<file path="config.mk">
export PLATFORM = sky130hd
export DESIGN_NAME = mac_top
export DESIGN_NICKNAME = d
export VERILOG_FILES = /design/src/mfu_pkg.sv /design/src/mbb.sv /design/src/mfu.sv /design/src/mul_stage.sv /design/src/acc_stage.sv /design/src/mac_top.sv
export VERILOG_INCLUDE_DIRS = /design/src
export SDC_FILE = /design/constraint.sdc
export NUM_CORES = 1
export LEC_CHECK = 0
export BUFFER_PORTS_ARGS = -buffer_cell sky130_fd_sc_hd__buf_2
export CAP_MARGIN = 20
export CORE_ASPECT_RATIO = 1.4
export CORE_MARGIN = 5
export CORE_UTILIZATION = 65
export CTS_BUF_LIST = sky130_fd_sc_hd__clkbuf_16
export CTS_CLUSTER_SIZE = 8
export DETAILED_ROUTE_END_ITERATION = 10
export HOLD_SLACK_MARGIN = 0.02
export PLACE_DENSITY = 0.82
export SETUP_SLACK_MARGIN = 0.02
export SLEW_MARGIN = 20
export SYNTH_ARGS = -nofsm -noshare
export SYNTH_HDL_FRONTEND = slang
export SYNTH_SLANG_ARGS = --single-unit
</file>
<file path="constraint.sdc">
create_clock -name clk -period 19.65 [get_ports clk]
set_input_delay 3.93 -clock clk [delete_from_list [all_inputs] [get_ports clk]]
set_output_delay 3.93 -clock clk [all_outputs]
set_load 0.005 [all_outputs]
</file>
<file path="src/mfu_macros.svh">
`ifndef MFU_MACROS_SVH
`define MFU_MACROS_SVH

// ~~~~~~~~~~~~~~~~~~~~~~~~~~~~~~~~~~~~~~~~~~~~~~~~~~~~~~~~~~~~~~~~~~
// Datapath widths.
// ~~~~~~~~~~~~~~~~~~~~~~~~~~~~~~~~~~~~~~~~~~~~~~~~~~~~~~~~~~~~~~~~~~
`define OPND_W 8
`define PROD_W 16
`define ACC_W  24

// ~~~~~~~~~~~~~~~~~~~~~~~~~~~~~~~~~~~~~~~~~~~~~~~~~~~~~~~~~~~~~~~~~~
// Saturation limits of the signed accumulator.
// ~~~~~~~~~~~~~~~~~~~~~~~~~~~~~~~~~~~~~~~~~~~~~~~~~~~~~~~~~~~~~~~~~~
// Largest positive value, 0111...1.
`define ACC_MAX {1'b0, {(`ACC_W-1){1'b1}}}
// Most negative value, 1000...0.
`define ACC_MIN {1'b1, {(`ACC_W-1){1'b0}}}

`endif

</file>
<file path="src/mfu_pkg.sv">
package mfu_pkg;

    // ~~~~~~~~~~~~~~~~~~~~~~~~~~~~~~~~~~~~~~~~~~~~~~~~~~~~~~~~~~~~~~~~~~
    // Precision mode of the fusion unit.
    // ~~~~~~~~~~~~~~~~~~~~~~~~~~~~~~~~~~~~~~~~~~~~~~~~~~~~~~~~~~~~~~~~~~
    typedef enum logic [1:0] {
        MODE_8X8  = 2'b00,  // One signed 8x8 product.
        MODE_4X4  = 2'b01,  // Two nibble lanes, summed.
        MODE_2X2  = 2'b10,  // Four 2-bit lanes, summed.
        MODE_NOOP = 2'b11   // Empty slot.
    } prec_mode_t;

    // ~~~~~~~~~~~~~~~~~~~~~~~~~~~~~~~~~~~~~~~~~~~~~~~~~~~~~~~~~~~~~~~~~~
    // Accumulate opcode.
    // ~~~~~~~~~~~~~~~~~~~~~~~~~~~~~~~~~~~~~~~~~~~~~~~~~~~~~~~~~~~~~~~~~~
    typedef enum logic {
        ACC_LOAD = 1'b0,    // Replace accumulator with product.
        ACC_MAC  = 1'b1     // Add product to accumulator.
    } acc_op_t;

endpackage

</file>
<file path="src/mbb.sv">
`timescale 1ns/1ps

module mbb (
    input  logic       en,
    input  logic [1:0] a,
    input  logic [1:0] b,
    input  logic [1:0] sel,
    output logic [3:0] p
);

    // sel[1] marks a as signed, sel[0] marks b as signed.
    logic signed [2:0] a_ext;
    logic signed [2:0] b_ext;
    logic signed [5:0] full;

    // A signed field extends its top bit, an unsigned one gets a zero.
    assign a_ext = {sel[1] & a[1], a};
    assign b_ext = {sel[0] & b[1], b};

    assign full = a_ext * b_ext;

    // Every brick result fits in 4 bits. Signed ones range -6..4,
    // unsigned ones 0..9.
    assign p = en ? full[3:0] : 4'b0000;

endmodule

</file>
<file path="src/mfu.sv">
`timescale 1ns/1ps
`include "mfu_macros.svh"

module mfu (
    input  logic                clk,
    input  logic                nrst,
    input  logic [`OPND_W-1:0]  a,
    input  logic [`OPND_W-1:0]  b,
    input  mfu_pkg::prec_mode_t mode,
    output logic [`PROD_W-1:0]  p
);

    import mfu_pkg::*;

    logic [15:0] en;
    logic [31:0] sel;
    logic [3:0]  pp [16];
    logic [7:0]  sub [4];

    // ~~~~~~~~~~~~~~~~~~~~~~~~~~~~~~~~~~~~~~~~~~~~~~~~~~~~~~~~~~~~~~~~~~
    // Mode decode into brick enables and signedness selects.
    // ~~~~~~~~~~~~~~~~~~~~~~~~~~~~~~~~~~~~~~~~~~~~~~~~~~~~~~~~~~~~~~~~~~
    always_comb begin
        case (mode)
            MODE_8X8: begin
                en  = 16'b1111_1111_1111_1111;
                sel = 32'b11100100_10100000_01000100_00000000;
            end
            MODE_4X4: begin
                en  = 16'b1111_0000_0000_1111;
                sel = 32'b11100100_00000000_00000000_11100100;
            end
            MODE_2X2: begin
                en  = 16'b1001_0000_0000_1001;
                sel = 32'b11000011_00000000_00000000_11000011;
            end
            default: begin
                en  = 16'b0;
                sel = 32'b0;
            end
        endcase
    end

    // ~~~~~~~~~~~~~~~~~~~~~~~~~~~~~~~~~~~~~~~~~~~~~~~~~~~~~~~~~~~~~~~~~~
    // Brick array. Index bits {a_nib, b_nib, a_hi, b_hi}.
    // ~~~~~~~~~~~~~~~~~~~~~~~~~~~~~~~~~~~~~~~~~~~~~~~~~~~~~~~~~~~~~~~~~~
    for (genvar i = 0; i < 16; i++) begin : g_brick
        localparam int AOFF = 4 * ((i >> 3) & 1) + 2 * ((i >> 1) & 1);
        localparam int BOFF = 4 * ((i >> 2) & 1) + 2 * (i & 1);

        mbb mbb_i (
            .en  (en[i]),
            .a   (a[AOFF +: 2]),
            .b   (b[BOFF +: 2]),
            .sel (sel[2*i +: 2]),
            .p   (pp[i])
        );
    end

    // ~~~~~~~~~~~~~~~~~~~~~~~~~~~~~~~~~~~~~~~~~~~~~~~~~~~~~~~~~~~~~~~~~~
    // Four 4x4 subproducts. sub[3] is high x high, sub[0] low x low.
    // ~~~~~~~~~~~~~~~~~~~~~~~~~~~~~~~~~~~~~~~~~~~~~~~~~~~~~~~~~~~~~~~~~~
    for (genvar g = 0; g < 4; g++) begin : g_sub
        logic       hl_ext;
        logic       lh_ext;
        logic [5:0] mid;

        // Cross terms extend only when the brick had a signed operand.
        assign hl_ext = pp[4*g+2][3] & (|sel[2*(4*g+2) +: 2]);
        assign lh_ext = pp[4*g+1][3] & (|sel[2*(4*g+1) +: 2]);

        assign mid    = {{2{hl_ext}}, pp[4*g+2]} + {{2{lh_ext}}, pp[4*g+1]};
        assign sub[g] = {pp[4*g+3], pp[4*g]} + {mid, 2'b00};
    end

    // ~~~~~~~~~~~~~~~~~~~~~~~~~~~~~~~~~~~~~~~~~~~~~~~~~~~~~~~~~~~~~~~~~~
    // Final combine per mode.
    // ~~~~~~~~~~~~~~~~~~~~~~~~~~~~~~~~~~~~~~~~~~~~~~~~~~~~~~~~~~~~~~~~~~
    always_comb begin
        if (!nrst) begin
            p = '0;
        end else begin
            case (mode)
                MODE_8X8: p = {sub[3], sub[0]}
                            + {{{4{sub[2][7]}}, sub[2]} + {{4{sub[1][7]}}, sub[1]}, 4'b0000};
                MODE_4X4: p = {{(`PROD_W-8){sub[3][7]}}, sub[3]}
                            + {{(`PROD_W-8){sub[0][7]}}, sub[0]};
                // Lanes are bricks 15, 12, 3 and 0, each with its own sign.
                MODE_2X2: p = {{(`PROD_W-4){pp[15][3]}}, pp[15]}
                            + {{(`PROD_W-4){pp[12][3]}}, pp[12]}
                            + {{(`PROD_W-4){pp[3][3]}}, pp[3]}
                            + {{(`PROD_W-4){pp[0][3]}}, pp[0]};
                default:  p = '0;
            endcase
        end
    end

    // Full brick tree against a direct signed multiply.
    a_prod_8x8 : assert property (@(posedge clk) disable iff (!nrst)
        (mode == MODE_8X8) |-> ($signed(p) == $signed(a) * $signed(b)))
        else $error("mfu 8x8 product mismatch p=%h a=%h b=%h", p, a, b);

endmodule

</file>
<file path="src/mul_stage.sv">
`timescale 1ns/1ps
`include "mfu_macros.svh"

module mul_stage (
    input  logic                clk,
    input  logic                nrst,
    input  logic                in_valid,
    input  logic [`OPND_W-1:0]  a,
    input  logic [`OPND_W-1:0]  b,
    input  mfu_pkg::prec_mode_t mode,
    input  mfu_pkg::acc_op_t    op,
    output logic                prod_valid,
    output logic [`PROD_W-1:0]  prod,
    output mfu_pkg::acc_op_t    prod_op
);

    import mfu_pkg::*;

    logic [`PROD_W-1:0] p;
    logic               take;

    mfu mfu_i (
        .clk  (clk),
        .nrst (nrst),
        .a    (a),
        .b    (b),
        .mode (mode),
        .p    (p)
    );

    assign take = in_valid && (mode != MODE_NOOP);    // NOOP slots are dropped.

    always_ff @(posedge clk) begin
        if (!nrst) begin
            prod_valid <= 1'b0;
            prod       <= '0;
            prod_op    <= ACC_LOAD;
        end else begin
            prod_valid <= take;
            if (take) begin
                prod    <= p;
                prod_op <= op;
            end
        end
    end

    a_noop_drop : assert property (@(posedge clk) disable iff (!nrst)
        (mode == MODE_NOOP) |=> !prod_valid)
        else $error("mul_stage raised prod_valid after a NOOP slot");

endmodule

</file>
<file path="src/acc_stage.sv">
`timescale 1ns/1ps
`include "mfu_macros.svh"

module acc_stage (
    input  logic               clk,
    input  logic               nrst,
    input  logic               prod_valid,
    input  logic [`PROD_W-1:0] prod,
    input  mfu_pkg::acc_op_t   prod_op,
    output logic               out_valid,
    output logic [`ACC_W-1:0]  acc,
    output logic               overflow
);

    import mfu_pkg::*;

    logic [`ACC_W-1:0] prod_ext;
    logic [`ACC_W:0]   sum;     // One guard bit.
    logic              pos_ovf;
    logic              neg_ovf;

    assign prod_ext = {{(`ACC_W-`PROD_W){prod[`PROD_W-1]}}, prod};
    assign sum      = {acc[`ACC_W-1], acc} + {prod_ext[`ACC_W-1], prod_ext};

    // Guard and sign bits disagree on overflow.
    assign pos_ovf = !sum[`ACC_W] && sum[`ACC_W-1];
    assign neg_ovf = sum[`ACC_W] && !sum[`ACC_W-1];

    // ~~~~~~~~~~~~~~~~~~~~~~~~~~~~~~~~~~~~~~~~~~~~~~~~~~~~~~~~~~~~~~~~~~
    // Accumulator with saturation and sticky overflow.
    // ~~~~~~~~~~~~~~~~~~~~~~~~~~~~~~~~~~~~~~~~~~~~~~~~~~~~~~~~~~~~~~~~~~
    always_ff @(posedge clk) begin
        if (!nrst) begin
            out_valid <= 1'b0;
            acc       <= '0;
            overflow  <= 1'b0;
        end else begin
            out_valid <= prod_valid;
            if (prod_valid) begin
                if (prod_op == ACC_LOAD) begin
                    acc      <= prod_ext;
                    overflow <= 1'b0;
                end else if (pos_ovf) begin
                    acc      <= `ACC_MAX;   // Clamp high.
                    overflow <= 1'b1;
                end else if (neg_ovf) begin
                    acc      <= `ACC_MIN;   // Clamp low.
                    overflow <= 1'b1;
                end else begin
                    acc <= sum[`ACC_W-1:0];
                end
            end
        end
    end

    // Overflow only rises on a MAC that clamped to a limit.
    a_ovf_mac : assert property (@(posedge clk) disable iff (!nrst)
        $rose(overflow) |->
            $past(prod_valid && prod_op == ACC_MAC)
            && (acc == `ACC_MAX || acc == `ACC_MIN))
        else $error("acc_stage overflow rose without a clamping MAC, acc=%h", acc);

endmodule

</file>
<file path="src/mac_top.sv">
`timescale 1ns/1ps
`include "mfu_macros.svh"

module mac_top (
    input  logic                clk,
    input  logic                nrst,
    input  logic                in_valid,
    input  logic [`OPND_W-1:0]  a,
    input  logic [`OPND_W-1:0]  b,
    input  mfu_pkg::prec_mode_t mode,
    input  mfu_pkg::acc_op_t    op,
    output logic                out_valid,
    output logic [`ACC_W-1:0]   acc,
    output logic                overflow
);

    import mfu_pkg::*;

    // Stage 1 to stage 2.
    logic               prod_valid;
    logic [`PROD_W-1:0] prod;
    acc_op_t            prod_op;

    mul_stage mul_stage_i (
        .clk        (clk),
        .nrst       (nrst),
        .in_valid   (in_valid),
        .a          (a),
        .b          (b),
        .mode       (mode),
        .op         (op),
        .prod_valid (prod_valid),
        .prod       (prod),
        .prod_op    (prod_op)
    );

    acc_stage acc_stage_i (
        .clk        (clk),
        .nrst       (nrst),
        .prod_valid (prod_valid),
        .prod       (prod),
        .prod_op    (prod_op),
        .out_valid  (out_valid),
        .acc        (acc),
        .overflow   (overflow)
    );

endmodule

</file>
* After elaboration in Yosys (flattened, before gate mapping)
Index checks and enable logic that the tools add are counted.
Operators by class: bitwise logic cells 40, eq/ne operators 4, add/subtract/negate cells 15, $mul 16, reductions and logical operators 15, multiplexer cells 25
Operator list (count):
- $pmux W16 S3 | 2
- $pmux W32 S3 | 1
- $mux W24 | 3
- $mul A3 B3 Y4 | 16
- $mux W4 | 16
- $and A1 B1 Y1 | 40
- $add A8 B8 Y8 | 4
- $add A24 B16 Y25 | 1
- $add A5 B5 Y6 | 4
- $add A8 B8 Y9 | 2
- $add A16 B16 Y16 | 1
- $reduce_or A2 Y1 | 8
- $add A6 B4 Y7 | 1
- $add A5 B4 Y6 | 1
- $add A4 B4 Y5 | 1
- $logic_and A1 B1 Y1 | 3
- $mux W1 | 3
- $ne A3 B1 Y1 const B | 1
- $eq A2 B1 Y1 const B | 1
- $eq A2 B2 Y1 const B | 1
- $logic_not A1 Y1 | 2
- $logic_not A2 Y1 | 1
- $ne A2 B2 Y1 const B | 1
- $reduce_and A2 Y1 | 1
Word-level totals: bits in registers 44, output and inout bits 26

* Longest topological paths before layout
depth in word-level cells 11, depth in mapped cells 30, depth with buffers taken out 29

* Modules after synthesis
A second synthesis with hierarchy kept.
Second synthesis, totals: cells, all modules 1096, area, all modules 9152.5 um2
By module, submodules not included:
- mfu | instances 1, seq. area each 0.0 um2, cells an instance 378, area each 3185.6 um2
- mbb | instances 16, seq. area each 0.0 um2, cells an instance 20, area each 168.9 um2
- acc_stage | instances 1, seq. area each 520.5 um2, cells an instance 321, area each 2536.2 um2
- mul_stage | instances 1, seq. area each 360.3 um2, cells an instance 77, area each 728.2 um2

* Worst setup path before layout
Ideal clock, no wire load.
kind input -> register, start point input mode[0], end point register mul_stage_i.prod[15], path slack 10278 ps, arrival 9218 ps, cell stages on the path 25, required time 19496 ps, setup time 154 ps, cell sequence inv_1 -> ha_1 -> clkbuf_1 -> nand2_1 -> or2_2 -> fa_1 -> fa_1 -> xnor2_1 -> xnor2_1 -> nor2b_1 -> ha_1 -> a21o_1 -> a21oi_1 -> o21bai_1 -> a21oi_1 -> xnor2_1 -> xor2_1 -> ha_1 -> a2111oi_0 -> nor3_1 -> o31a_1 -> o21a_1 -> o21a_1 -> o21ai_0 -> a21oi_1
Between the ends: longest elaborated chain between the ends 11
RTL lines:
- from (decl) | RTL line mac_top.sv:10 | input mfu_pkg::prec_mode_t mode,
- $eq A2 B2 Y1, or another cell as far along | RTL line mfu.sv:24, mfu.sv:83
- $pmux W32 S3 | RTL line mfu.sv:24 | case (mode)
- $and A1 B1 Y1 (on tied branches) | RTL line mbb.sv:17, mbb.sv:18
- $mul A3 B3 Y4 | RTL line mbb.sv:20 | assign full = a_ext * b_ext;
- $mux W4 | RTL line mbb.sv:24 | assign p = en ? full[3:0] : 4'b0000;
- $and A1 B1 Y1 (on tied branches) | RTL line mfu.sv:69, mfu.sv:70
- $add A5 B5 Y6 | RTL line mfu.sv:72 | assign mid = {{2{hl_ext}}, pp[4*g+2]} + {{2{lh_ext}}, pp[4*g+1]};
- $add A8 B8 Y8 | RTL line mfu.sv:73 | assign sub[g] = {pp[4*g+3], pp[4*g]} + {mid, 2'b00};
- $add A8 B8 Y9 | RTL line mfu.sv:85 | + {{{4{sub[2][7]}}, sub[2]} + {{4{sub[1][7]}}, sub[1]}, 4'b0000};
- $add A16 B16 Y16 | RTL line mfu.sv:85
- $pmux W16 S3 | RTL line mfu.sv:83 | case (mode)
- to (signal assigned) | RTL line mul_stage.sv:41 | prod <= p;
- to (decl) | RTL line mul_stage.sv:13 | output logic [`PROD_W-1:0] prod,
Several ways; a longest one is shown, not always the timed one. A chain may end at the register's enable or synchronous reset.

* Worst setup path after layout
Ends and elaborated chain as after synthesis.

==> results.sh <==
export IMPL_diodes=0
export IMPL_synth_cell_types=58
export IMPL_numPortBuffers=47
export IMPL_finalSetupTns_ns=0
export IMPL_ff_latch_area_um2=881
export IMPL_cp_start_kind="primary input"
export IMPL_min_period_ns=9.76
export IMPL_fill_cells=1028
export IMPL_die_w_um=102
export IMPL_syn_avg_cell_area_um2=8.01
export IMPL_hold_depth=2
export IMPL_cts_setup_buffers=0
export IMPL_rsz0062_at_grt="false"
export IMPL_wl_per_cell_um=15.9
export IMPL_ir_drop_mv=0.0369
export IMPL_final_cell_area_um2=8150
export IMPL_start_util_pct=65.7
export IMPL_grt_usage_pct=26.0
export IMPL_final_cells=1132
export IMPL_post_place_ws_ns=9.64
export IMPL_dp_cells=1124
export IMPL_synth_top_area_share_pct=21.9
export IMPL_cp_data_required_time_ns=19.78
export IMPL_max_freq_mhz=102
export IMPL_grt_pass1_vias=6722
export IMPL_power_w=0.000464
export IMPL_hp_start="acc_stage_i.acc[19]"
export IMPL_drt_total_wl_um=18000
export IMPL_grt_overflow=0
export IMPL_antenna_found_initial=0
export IMPL_powerDensity_nw_per_um2=57.0
export IMPL_synth_largest_area_cell="ha_1"
export IMPL_synth_edf_count=0
export IMPL_layout_common_cells="ha_1, a21oi_1, xnor2_1, inv_1, nand2_1"
export IMPL_relSlewSlack_pct=32.3
export IMPL_leakagePower_nw=4.20
export IMPL_maxSlewViolCount=0
export IMPL_ff2ff_path_depth=11
export IMPL_dp_hpwl_um=14600
export IMPL_clock_skew_ns=0.00597
export IMPL_clock_latency_ns=0.29
export IMPL_worst_pin_slew_ns=1.01
export IMPL_synth_seq_cells=44
export IMPL_cts_hold_buf=0
export IMPL_final_common_cell="ha_1"
export IMPL_yosysSeqAreaShare_pct=11.4
export IMPL_area_growth_pct=5.47
export IMPL_path_clk_slew_ns=0.06
export IMPL_netlist_area_um2=7730
export IMPL_die_area_um2=14200
export IMPL_nNetsFinal=1174
export IMPL_cts_buffer_depth=2
export IMPL_path_class="in -> reg"
export IMPL_end_kind="flop"
export IMPL_synth_area_top_cells="ha_1, dfxtp_1, xnor2_1"
export IMPL_hold_class="reg -> reg"
export IMPL_vias_per_cell=5.97
export IMPL_timing_final_crit_share_pct=49.7
export IMPL_cts_sinks=44
export IMPL_dr_pass1_iters=5
export IMPL_synth_main_ff_cell="dfxtp_1"
export IMPL_critical_path_max_fanout=11
export IMPL_dr_first_iter_drc_count=211
export IMPL_post_cts_resized=0
export IMPL_cts_tree="built"
export IMPL_synthArstFlopShare_pct=0
export IMPL_grt_start_max_net_pins=38
export IMPL_die_h_um=139
export IMPL_maxCapViolCount=0
export IMPL_placed_area_um2=8000
export IMPL_antenna_left=0
export IMPL_r2r_end="acc_stage_i.acc[21]"
export IMPL_root_buffer="clkbuf_16"
export IMPL_rows=47
export IMPL_setup_viol=0
export IMPL_hold_violations=0
export IMPL_whs_endpoint="acc_stage_i.acc[19]"
export IMPL_drive_gt1_share_pct=8.02
export IMPL_drcViolationCount=0
export IMPL_ff2ff_setup_slack_ns=16.23
export IMPL_core_um2=11800
export IMPL_worstReg2RegStart="acc_stage_i.acc[0]"
export IMPL_routabilityCongestion=0.879
export IMPL_htreeDepth=2
export IMPL_cts_buffers=5
export IMPL_arrival_ns=9.89
export IMPL_vias=6758
export IMPL_multiInputGateArea_um2=6390
export IMPL_yosysWarnings=0
export IMPL_top_level_ports=48
export IMPL_synthCells=965
export IMPL_layout_setup_ws_ns=9.89
export IMPL_grt_pass1_wl_um=30700
export IMPL_syn_num_nets=1155
export IMPL_outcome="finished, final reports clean"
[stage by stage]
| stage | util, % | hold WS [ns] |
|---|---|---|
| after CTS | 69.3 | 0.494 |
| after global placement | 68.0 | 0.476 |
| after floorplan | - | 0.472 |
| after global routing | 69.3 | 0.539 |
| after detailed placement | 68.0 | 0.480 |
| final | 69.3 | 0.492 |
[routing by layer]
layer,global-route usage [%],share of wire (%)
met5,0,0
met4,8.98,3.2
met3,2.11,4.1
met2,48.1,53
met1,30.5,40
[cells by family after synthesis]
group	Yosys count	share of synthesized area, %
multiplexers	3	0.389
AND/OR/NAND/NOR	280	18.5
XOR/XNOR	105	12.1
adder cells (fa/ha/maj)	168	30.4
flip-flops	44	11.4
buffers and inverters	116	5.94
AO/OA/AOI/OAI	249	21.3
[cells in the mapped netlist (all sizes together) (30+ instances only)]
cell type / n
a21o: 32
a21oi: 98
and2: 68
clkbuf: 30
dfxtp: 44
fa: 33
ha: 135
inv: 78
nand2: 75
nor2: 49
o21ai: 39
xnor2: 78
[worst max path at each step]
stage | end | startpoint | cells after the start
after global routing | mul_stage_i.prod[15] | mode[0] | 25
after detailed placement | mul_stage_i.prod[15] | mode[0] | 25
after floorplan | mul_stage_i.prod[15] | mode[0] | 25
after CTS | mul_stage_i.prod[15] | mode[0] | 25
final | mul_stage_i.prod[15] | mode[0] | 25
after global placement | mul_stage_i.prod[15] | mode[0] | 25
[state kept, by name (all words and copies together), names as in the netlist]
| signal | flops |
|---|---|
| acc_stage_i.acc | 24 |
| acc_stage_i.out_valid | 1 |
| acc_stage_i.overflow | 1 |
| mul_stage_i.prod_valid | 1 |
| mul_stage_i.prod | 16 |
| mul_stage_i.prod_op | 1 |
[cell type report]
| class | instances | share of cell area, % |
|---|---|---|
| repair buffers | 49 | 3.07 |
| well taps | 147 | 2.26 |
| flip-flops and latches | 44 | 10.8 |
| multi-input cells | 805 | 78.4 |
| clock buffers | 5 | 1.54 |
| clock inverters | 3 | 0.322 |
| inverters | 79 | 3.64 |
[critical path, stage by stage]
cell,delay (ns)
buf_2,0.12
inv_1,0.10
ha_1,0.45
nand2_1,0.17
or2_2,0.32
fa_1,0.48
fa_1,0.41
xnor2_1,0.19
xnor2_1,0.13
nor2b_1,0.32
ha_1,0.30
a21o_1,0.16
a21oi_1,0.22
o21bai_1,0.09
a21oi_1,0.17
xnor2_1,0.15
xor2_1,0.25
ha_1,0.32
a2111oi_0,0.53
nor3_1,0.17
o31a_1,0.32
o21a_1,0.18
o21a_1,0.16
o21ai_0,0.15
a21oi_1,0.09
[power breakdown]
part / switching [W] / leakage [nW] / internal [W] / total [W]
logic: 0.000153 / 3.76 / 0.000120 / 0.000273
registers: 0.00000875 / 0.361 / 0.0000971 / 0.000106
clock network: 0.0000372 / 0.0748 / 0.0000482 / 0.0000854
Note: power is estimated with default switching activity, not from simulation.
